<file path="src/hw/rom_bus_pkg.sv">
package rom_bus_pkg;

    // one word as returned by the external rom port
    typedef logic [31:0] word_t;

    // data seen by an 8-bit cpu
    typedef logic [7:0] byte_t;

    // data seen by a 16-bit cpu
    typedef logic [15:0] half_t;

    // byte lane inside a word, taken from the low byte-address bits
    typedef logic [1:0] lane_t;

endpackage

</file>
<file path="src/hw/rom_arb_pkg.sv">
package rom_arb_pkg;

    // arbiter fsm
    typedef enum logic {
        ARB_IDLE = 1'b0,    // nothing outstanding
        ARB_WAIT = 1'b1     // read issued, waiting for ack
    } arb_state_t;

    // which slot owns the memory port
    typedef logic slot_id_t;

    localparam slot_id_t SLOT_0 = 1'b0;    // 8-bit cpu, top priority
    localparam slot_id_t SLOT_1 = 1'b1;    // 16-bit cpu

endpackage

</file>
<file path="src/hw/rom_slot.sv">
`timescale 1ns/10ps

module rom_slot #(
    parameter int AW        = 20,   // cpu byte address width
    parameter int DW        = 8,    // cpu data width, 8/16/32
    parameter bit INVERT_A0 = 1'b0  // byte swap inside a halfword
) (
    input  logic               clk,
    input  logic               rst,
    input  logic [AW-1:0]      addr,       // cpu byte address
    input  logic               addr_ok,    // addr valid, held by the cpu
    input  rom_bus_pkg::word_t fill_data,  // word coming back from memory
    input  logic               fill_ok,    // shared ack, one cycle
    input  logic               fill_sel,   // high while this slot is granted
    output logic               req,        // miss level towards the arbiter
    output logic [AW-1:0]      addr_req,   // word aligned byte address
    output logic               data_ok,    // registered strobe
    output logic [DW-1:0]      dout
);

    localparam int TW = AW - 2;    // tag = word address

    logic [TW-1:0]       tag0;
    logic [TW-1:0]       tag1;
    rom_bus_pkg::word_t  word0;
    rom_bus_pkg::word_t  word1;
    logic                init;      // cache holds nothing yet
    logic                victim;    // entry replaced by the next fill
    logic                hit0;
    logic                hit1;
    logic                fill;
    rom_bus_pkg::lane_t  lane;
    rom_bus_pkg::word_t  data_mux;

    // address alignment and tag compare
    assign addr_req = {addr[AW-1:2], 2'b00};
    assign hit0     = !init && (addr[AW-1:2] == tag0);
    assign hit1     = !init && (addr[AW-1:2] == tag1);

    // an empty cache never hits, so the first valid address always misses
    assign req  = addr_ok && !(hit0 || hit1);
    assign fill = fill_sel && fill_ok;    // word for us on this edge

    // control state
    always_ff @(posedge clk or posedge rst) begin
        if (rst) begin
            init    <= 1'b1;
            victim  <= 1'b0;
            data_ok <= 1'b0;
        end else begin
            data_ok <= fill || (addr_ok && (hit0 || hit1));
            if (fill) begin
                init <= 1'b0;
                if (!init) begin
                    victim <= ~victim;    // alternate 0,1,0,...
                end
            end
        end
    end

    // cache storage
    // first fill after reset writes both entries so neither holds junk
    always_ff @(posedge clk) begin
        if (fill) begin
            if (init || !victim) begin
                tag0  <= addr_req[AW-1:2];
                word0 <= fill_data;
            end
            if (init || victim) begin
                tag1  <= addr_req[AW-1:2];
                word1 <= fill_data;
            end
        end
    end

    // fresh word bypasses the cache in the fill cycle
    always_comb begin
        if (fill) begin
            data_mux = fill_data;
        end else if (hit0) begin
            data_mux = word0;
        end else begin
            data_mux = word1;
        end
    end

    // lane select, A0 swap only makes sense for byte wide cpus
    always_comb begin
        lane[1] = addr[1];
        if (INVERT_A0 && DW == 8) begin
            lane[0] = ~addr[0];
        end else begin
            lane[0] = addr[0];
        end
    end

    generate
        if (DW == 8) begin : g_byte
            always_comb begin
                case (lane)
                    2'd0:    dout = data_mux[7:0];
                    2'd1:    dout = data_mux[15:8];
                    2'd2:    dout = data_mux[23:16];
                    default: dout = data_mux[31:24];
                endcase
            end
        end else if (DW == 16) begin : g_half
            // byte address, so bit 1 picks the half
            assign dout = lane[1] ? data_mux[31:16] : data_mux[15:0];
        end else if (DW == 32) begin : g_word
            assign dout = data_mux;
        end else begin : g_bad
            $error("rom_slot: DW must be 8, 16 or 32");
        end
    endgenerate

endmodule

</file>
<file path="src/hw/rom_arbiter.sv">
`timescale 1ns/10ps

module rom_arbiter #(
    parameter int AW = 20    // cpu byte address width
) (
    input  logic               clk,
    input  logic               rst,
    input  logic               req0,        // slot 0 miss
    input  logic               req1,        // slot 1 miss
    input  logic [AW-1:0]      addr_req0,
    input  logic [AW-1:0]      addr_req1,
    input  rom_bus_pkg::word_t mem_data,
    input  logic               mem_ack,     // one cycle, data valid with it
    output logic               fill_sel0,   // slot 0 granted
    output logic               fill_sel1,   // slot 1 granted
    output logic               fill_ok,
    output rom_bus_pkg::word_t fill_data,
    output logic [AW-3:0]      mem_addr,    // word address
    output logic               mem_rd       // held until ack
);

    rom_arb_pkg::arb_state_t state;
    rom_arb_pkg::arb_state_t state_nx;
    rom_arb_pkg::slot_id_t   grant;       // owner of the current read
    rom_arb_pkg::slot_id_t   pick;        // winner if we issue now
    logic [AW-3:0]           pick_word;
    logic                    any_req;
    logic                    busy;
    logic                    issue;

    assign any_req = req0 || req1;
    assign busy    = (state == rom_arb_pkg::ARB_WAIT);
    assign issue   = (state == rom_arb_pkg::ARB_IDLE) && any_req;

    // fixed priority, slot 0 first
    always_comb begin
        if (req0) begin
            pick      = rom_arb_pkg::SLOT_0;
            pick_word = addr_req0[AW-1:2];
        end else begin
            pick      = rom_arb_pkg::SLOT_1;
            pick_word = addr_req1[AW-1:2];
        end
    end

    // next state
    always_comb begin
        state_nx = state;
        case (state)
            rom_arb_pkg::ARB_IDLE: begin
                if (any_req) begin
                    state_nx = rom_arb_pkg::ARB_WAIT;
                end
            end
            rom_arb_pkg::ARB_WAIT: begin
                if (mem_ack) begin
                    state_nx = rom_arb_pkg::ARB_IDLE;    // free on the ack edge
                end
            end
            default: state_nx = rom_arb_pkg::ARB_IDLE;
        endcase
    end

    // fsm, grant and read level
    always_ff @(posedge clk or posedge rst) begin
        if (rst) begin
            state  <= rom_arb_pkg::ARB_IDLE;
            grant  <= rom_arb_pkg::SLOT_0;
            mem_rd <= 1'b0;
        end else begin
            state <= state_nx;
            if (issue) begin
                grant  <= pick;
                mem_rd <= 1'b1;
            end else if (busy && mem_ack) begin
                mem_rd <= 1'b0;
            end
        end
    end

    // word address only changes when a new read starts,
    // so it stays put for the whole mem_rd window
    always_ff @(posedge clk) begin
        if (issue) begin
            mem_addr <= pick_word;
        end
    end

    // steer the returned word, each slot qualifies it with its own sel
    assign fill_sel0 = busy && (grant == rom_arb_pkg::SLOT_0);
    assign fill_sel1 = busy && (grant == rom_arb_pkg::SLOT_1);
    assign fill_ok   = busy && mem_ack;    // stray acks are ignored
    assign fill_data = mem_data;

endmodule

</file>
<file path="src/hw/rom_fetch_top.sv">
`timescale 1ns/10ps

module rom_fetch_top #(
    parameter int AW = 20    // cpu byte address width
) (
    input  logic               clk,
    input  logic               rst,
    // 8-bit cpu
    input  logic [AW-1:0]      addr0,
    input  logic               addr0_ok,
    output rom_bus_pkg::byte_t dout0,
    output logic               data0_ok,
    // 16-bit cpu
    input  logic [AW-1:0]      addr1,
    input  logic               addr1_ok,
    output rom_bus_pkg::half_t dout1,
    output logic               data1_ok,
    // external rom
    output logic [AW-3:0]      mem_addr,
    output logic               mem_rd,
    input  rom_bus_pkg::word_t mem_data,
    input  logic               mem_ack
);

    logic               req0;
    logic               req1;
    logic [AW-1:0]      addr_req0;
    logic [AW-1:0]      addr_req1;
    logic               fill_sel0;
    logic               fill_sel1;
    logic               fill_ok;     // shared by both slots
    rom_bus_pkg::word_t fill_data;   // shared by both slots

    // slot 0, byte cpu with A0 swap
    rom_slot #(
        .AW        (AW),
        .DW        (8),
        .INVERT_A0 (1'b1)
    ) u_slot0 (
        .clk       (clk),
        .rst       (rst),
        .addr      (addr0),
        .addr_ok   (addr0_ok),
        .fill_data (fill_data),
        .fill_ok   (fill_ok),
        .fill_sel  (fill_sel0),
        .req       (req0),
        .addr_req  (addr_req0),
        .data_ok   (data0_ok),
        .dout      (dout0)
    );

    // slot 1, halfword cpu
    rom_slot #(
        .AW        (AW),
        .DW        (16),
        .INVERT_A0 (1'b0)
    ) u_slot1 (
        .clk       (clk),
        .rst       (rst),
        .addr      (addr1),
        .addr_ok   (addr1_ok),
        .fill_data (fill_data),
        .fill_ok   (fill_ok),
        .fill_sel  (fill_sel1),
        .req       (req1),
        .addr_req  (addr_req1),
        .data_ok   (data1_ok),
        .dout      (dout1)
    );

    rom_arbiter #(
        .AW        (AW)
    ) u_arbiter (
        .clk       (clk),
        .rst       (rst),
        .req0      (req0),
        .req1      (req1),
        .addr_req0 (addr_req0),
        .addr_req1 (addr_req1),
        .mem_data  (mem_data),
        .mem_ack   (mem_ack),
        .fill_sel0 (fill_sel0),
        .fill_sel1 (fill_sel1),
        .fill_ok   (fill_ok),
        .fill_data (fill_data),
        .mem_addr  (mem_addr),
        .mem_rd    (mem_rd)
    );

endmodule

</file>
<file path="config.mk">
export PLATFORM = sky130hd
export DESIGN_NAME = rom_fetch_top
export DESIGN_NICKNAME = d
export VERILOG_FILES = /design/src/hw/rom_bus_pkg.sv /design/src/hw/rom_arb_pkg.sv /design/src/hw/rom_slot.sv /design/src/hw/rom_arbiter.sv /design/src/hw/rom_fetch_top.sv
export SDC_FILE = /design/constraint.sdc
export NUM_CORES = 1
export LEC_CHECK = 0
export ABC_AREA = 1
export BUFFER_PORTS_ARGS = -buffer_cell sky130_fd_sc_hd__buf_4
export CAP_MARGIN = 20
export CORE_UTILIZATION = 35
export CTS_CLUSTER_DIAMETER = 100
export CTS_CLUSTER_SIZE = 24
export DETAILED_ROUTE_END_ITERATION = 12
export SYNTH_ARGS = -nofsm -noshare
export SYNTH_HDL_FRONTEND = slang
export SYNTH_SLANG_ARGS = --single-unit
</file>
<file path="constraint.sdc">
create_clock -name clk -period 6.7 [get_ports clk]
set_clock_uncertainty 0.15 [all_clocks]
set_input_delay 1.34 -clock clk [delete_from_list [all_inputs] [get_ports clk]]
set_output_delay 1.34 -clock clk [all_outputs]
set_load 0.05 [all_outputs]
</file>
# After elaboration in Yosys (flattened, before gate mapping)
# Cells that the tools add are included.
# word_totals
inputBits	77
output_inout_bits	45
elab_cells	81
ff_bits	227
# op_classes
muxes	13
n_eq_ne	6
bitwise_logic	7
n_reduce_logical	37
# ops
operator	count
32-bit 2-to-1 mux	4
18-bit equality test	4
8-bit one-hot mux with 3 select lines	1
18-bit 2-to-1 mux	1
16-bit 2-to-1 mux	1
1-bit logical AND	14
2-bit AND reduction	6
1-bit logical OR	9
1-bit inverter	7
1-bit zero test	6
1-bit 2-to-1 mux	5
2-bit by 1-bit equality test with 1-bit output, second input constant	1
2-bit equality test, second input constant	1
2-bit zero test	1
1-bit one-hot mux with 2 select lines	1
2-bit nonzero test	1

# Longest topological paths before layout
# depth
ltp_word	8
depth_mapped	13
depth_no_buf	12

# Modules after synthesis
# A second synthesis with hierarchy kept.
# hier_totals
hier_cells	1110
hier_area_um2	10961.8
# by_module_without_submodules
mod	area_each_um2	seq_area_each_um2	instances	cells_per_inst
rom_slot (u_slot1)	4918.5	3079.2	1	497
rom_slot (u_slot0)	4868.4	3079.2	1	486
rom_arbiter	1174.9	615.6	1	127

# Worst setup path before layout
# No wires, ideal clock.
# synth_path
path_type	input port to flip-flop
from	input port mem_ack
to	register u_slot0.victim
stages	7
path_slack_ns	1.602
arrival_ns	4.862
path_buffers	1
required_time_ns	6.464
setup_ns	0.086
path_cell_list	nand2_1 > nor2_2 > inv_1 > clkbuf_1 > a21oi_1 > o21ai_0 > o21ai_0
# synth_between
elab_chain_cells	3
# synth_rtl
item	line	rtl
from (decl)	rom_fetch_top.sv:22	input logic mem_ack
1-bit logical AND	rom_arbiter.sv:92	assign fill_ok = busy && mem_ack;
1-bit logical AND	rom_slot.sv:42	assign fill = fill_sel && fill_ok;
2-bit AND reduction (no source line)	-	
to (signal assigned)	rom_slot.sv:55	victim <= ~victim;
to (decl)	rom_slot.sv:28	logic victim;
# Every way passes these cells.
# A chain may end at the register's enable or synchronous reset.

# Final worst setup path
# layout_path
from	input port addr1[12]
to	output port dout1[13]
# layout_between
elab_chain_cells	5
# layout_rtl
item	line	rtl
from (decl)	rom_fetch_top.sv:14	input logic [AW-1:0] addr1,
18-bit equality test	rom_slot.sv:37	assign hit0 = !init && (addr[AW-1:2] == tag0);
1-bit logical AND	rom_slot.sv:37	
32-bit 2-to-1 mux	rom_slot.sv:80	end else if (hit0) begin
32-bit 2-to-1 mux	rom_slot.sv:78	if (fill) begin
16-bit 2-to-1 mux	rom_slot.sv:109	assign dout = lane[1] ? data_mux[31:16] : data_mux[15:0];
to (decl)	rom_fetch_top.sv:16	output rom_bus_pkg::half_t dout1,
# Every way passes these cells.

==> impl_results.rst <==
.. list-table::
   :header-rows: 1

   * - Metric
     - Value
   * - Antenna violations before repair
     - 2
   * - Total of endpoints with negative setup slack in the final report
     - 0
   * - Final Cycle Share
     - a little under 80%
   * - Accumulated negative setup slack
     - 0 ps
   * - Post-route ant nets
     - 0
   * - Number of nets in the synthesized netlist
     - ~1100
   * - First-pass iteration count of the detailed router
     - 5
   * - Yosys synthesis warning count
     - 0
   * - Maxcap violations
     - 0
   * - Overall power of the completed layout
     - 3.45 mW
   * - Status
     - finished, final reports clean
   * - Post-CTS Setup Inserts
     - 0
   * - Final instance area
     - roughly 12000 um^2
   * - Proportion of register bits with asynchronous set or reset after synthesis
     - 3.96%
   * - Setup CP Type
     - in -> out
   * - Number of levels in the clock H-tree
     - 1
   * - Main flop type after synthesis
     - sky130_fd_sc_hd__edfxtp_1
   * - Slew Viols, Final
     - 0
   * - Total CTS buffers
     - 13
   * - Number of flops mapped to enable cells by yosys
     - 218
   * - Longest Clk Path Bufs
     - 3
   * - Most used standard cell by instance count after synthesis
     - sky130_fd_sc_hd__nand2_1
   * - Largest net degree at the start of global routing
     - 62
   * - Tightest Hold Check Type
     - reg -> reg
   * - GR Overflow Total
     - 0
   * - HPWL after DPL
     - about 17000 um
   * - Number of DRC markers after the initial detailed-route iteration
     - around 550
   * - Peak clock frequency supported by timing
     - between 150 and 200 MHz
   * - Average wire per cell in the routed design
     - 17.3 um
   * - Cell Pwr Density
     - roughly 290 nW/um^2
   * - Post-synth top cells
     - 350 x sky130_fd_sc_hd__nand2_1, 218 x sky130_fd_sc_hd__edfxtp_1, 101 x sky130_fd_sc_hd__nor2_1
   * - Insertion delay to the later sink of the worst-skew pair
     - ~480 ps
   * - Post_cts resized
     - 0
   * - Worst-case reg-to-reg path depth
     - 7
   * - Final weighted congestion in routability-driven placement
     - about 0.79
   * - Remaining design rule violation count
     - 0
   * - Post-synthesis sequential element count
     - ~230
   * - Crit path capture type
     - output port
   * - Maximum ir drop on the vdd rail
     - 0.133 mV
   * - Arrival @ worst endpoint
     - between 3000 and 4000 ps
   * - Post-detailed-route via-to-cell ratio
     - slightly below 5
   * - Cell taking the most area after synthesis
     - sky130_fd_sc_hd__edfxtp_1
   * - Wire length of the first global-routing pass
     - ~40000 um
   * - Top post-synthesis cells by area
     - sky130_fd_sc_hd__edfxtp_1 64%, sky130_fd_sc_hd__nand2_1 13%, sky130_fd_sc_hd__nor2_1 3.7%
   * - Final Hold Fails
     - 0
   * - Relative slew slack
     - 34.6%
   * - Buffer cell driving the clock tree root
     - sky130_fd_sc_hd__clkbuf_16
   * - Die H
     - roughly 170 um
   * - Clock-pin slew on the worst setup and hold paths
     - around 100 ps
   * - Total track usage
     - about 17%
   * - Number of buffers added to fix hold violations after cts
     - 0
   * - Starting utilization of the core area
     - about 36%
   * - I/O pin total
     - approximately 120
   * - Setup repair after global routing missed its margin
     - false
   * - Post-synthesis sequential area ratio
     - ~66%
   * - Synthesized area per cell
     - approximately 10 um^2
   * - Post-layout net count
     - ~1200
   * - Area share of the largest cell type after synthesis
     - around 64%
   * - Die width
     - around 170 um
   * - Clock period minus worst slack
     - 5320 ps
   * - Clock sink count
     - approximately 230
   * - Mapped Area
     - 10300 um^2
   * - Post-Layout Cell Count
     - between 1500 and 2000
   * - Number of standard cells after synthesis
     - a little over 1000
   * - Post-placement cell count
     - 1493
   * - Total wire length after detailed routing
     - around 26000 um
   * - Full die area
     - between 30000 and 40000 um^2
   * - Critical-path maximum fanout
     - 34
   * - Instance area at placement
     - approximately 12000 um^2
   * - Number of cells on the worst hold path
     - 2
   * - Placeable core area
     - ~29000 um^2
   * - CTS tree
     - built
   * - Port Buf Inserts
     - between 100 and 150
   * - Tightest Pin Transition
     - 979 ps
   * - Vias after detailed routing
     - between 7000 and 8000
   * - Final core utilization
     - a little over two fifths
   * - Number of global-route vias before repair
     - between 7000 and 8000
   * - Number of standard-cell rows in the floorplan
     - just over 60
   * - Critical path required time
     - 5210 ps
   * - Synth-to-layout area growth
     - 17.2%
   * - CP Launch Type
     - input pin
   * - Layout cell share with drive strength beyond 1
     - between 10% and 20%
   * - Count of unique library cells instantiated by Yosys
     - 31
   * - Static leakage power
     - just under 5 nW
-- flip-flops by register name, summed over array words and instances (netlist names), 18 cells and up --
signal	cells
u_slot1.word0	32
u_arbiter.mem_addr	18
u_slot0.word1	32
u_slot1.tag1	18
u_slot0.tag1	18
u_slot1.tag0	18
u_slot0.word0	32
u_slot0.tag0	18
u_slot1.word1	32
-- layer usage --
layer	vias to the layer above	wire length (um)	global-route usage (%)
li1	3643	-	-
met1	3584	11400	22.9
met2	259	12600	29.1
met3	31	1800	2.96
met4	2	411	3.47
met5	-	13	0
-- layout make-up --
type	count	area [um^2]
Clock inverter	1	16.3
Antenna cell	1	2.50
Clock buffer	17	340
Multi-Input combinational cell	667	3070
Inverter	82	308
Tap cell	384	480
Sequential cell	227	6770
Timing Repair Buffer	135	1050
Fill cell	2755	16700
-- cells in the final DEF (no fill, tap or decap) --
cell and n:
sky130_fd_sc_hd__nand2_1 350, sky130_fd_sc_hd__edfxtp_1 218, sky130_fd_sc_hd__buf_4 133, sky130_fd_sc_hd__nor2_1 99, sky130_fd_sc_hd__inv_1 69, sky130_fd_sc_hd__nand4_1 52
sky130_fd_sc_hd__nand3_1 48, sky130_fd_sc_hd__a21oi_1 37, sky130_fd_sc_hd__o21ai_0 22, sky130_fd_sc_hd__clkbuf_16 13, sky130_fd_sc_hd__inv_2 10, sky130_fd_sc_hd__xor2_1 10
sky130_fd_sc_hd__xnor2_1 10, sky130_fd_sc_hd__a22o_1 8, sky130_fd_sc_hd__nor2_2 7, sky130_fd_sc_hd__a41oi_1 7, sky130_fd_sc_hd__dfrtp_1 7, sky130_fd_sc_hd__clkbuf_1 4
sky130_fd_sc_hd__clkinv_1 3, sky130_fd_sc_hd__nor2_4 3, sky130_fd_sc_hd__or2_2 3, sky130_fd_sc_hd__a21oi_4 3, sky130_fd_sc_hd__nand3b_1 2, sky130_fd_sc_hd__dfstp_2 2
sky130_fd_sc_hd__diode_2 1, sky130_fd_sc_hd__o22ai_1 1, sky130_fd_sc_hd__nand3_4 1, sky130_fd_sc_hd__nand3_2 1, sky130_fd_sc_hd__a31oi_1 1, sky130_fd_sc_hd__nand2_2 1
sky130_fd_sc_hd__nand2_4 1, sky130_fd_sc_hd__clkinv_8 1, sky130_fd_sc_hd__buf_12 1, sky130_fd_sc_hd__buf_16 1
-- worst max-delay path, stage by stage --
cell and delay [ps]:
sky130_fd_sc_hd__buf_4 140, sky130_fd_sc_hd__xnor2_1 150, sky130_fd_sc_hd__nand2_1 90, sky130_fd_sc_hd__nor2_2 110
sky130_fd_sc_hd__buf_4 410, sky130_fd_sc_hd__nand3_2 770, sky130_fd_sc_hd__nand2_1 250, sky130_fd_sc_hd__nand3_1 100
sky130_fd_sc_hd__nand2_1 100, sky130_fd_sc_hd__nand2_1 100, sky130_fd_sc_hd__buf_4 200
-- through the flow --
stage	hold WS, ps	worst slack (ps)
floorplan	304	1600
global placement	318	1350
detailed placement	322	1330
CTS	336	1320
global route	358	1160
finish	337	1380
-- power breakdown --
group | internal [mW] | switching, mW | total [mW]
clock network | 0.364 | 0.442 | 0.805
logic | 0.230 | 0.595 | 0.826
registers | 1.77 | 0.0548 | 1.82
-- final timing paths --
kind	startpoint	end	slack (ps)
max in group asynchronous	rst	u_slot1.init	5400
hold / removal	u_slot1.init	u_slot1.init	340
min in group asynchronous	rst	u_slot1.data_ok	680
hold reg to reg	u_slot1.init	u_slot1.init	340
setup / recovery	addr1[12]	dout1[13]	1380
setup reg to reg	u_slot1.tag0[10]	u_arbiter.mem_addr[3]	3060
-- kinds of logic after synthesis --
group	Yosys count	share of synthesized area, %
compound gates	79	4.42
simple gates	568	23.3
buf+inv	118	4.62
xor+xnor	20	1.70
flops	227	65.9
Power figures use the tool's default switching activity.
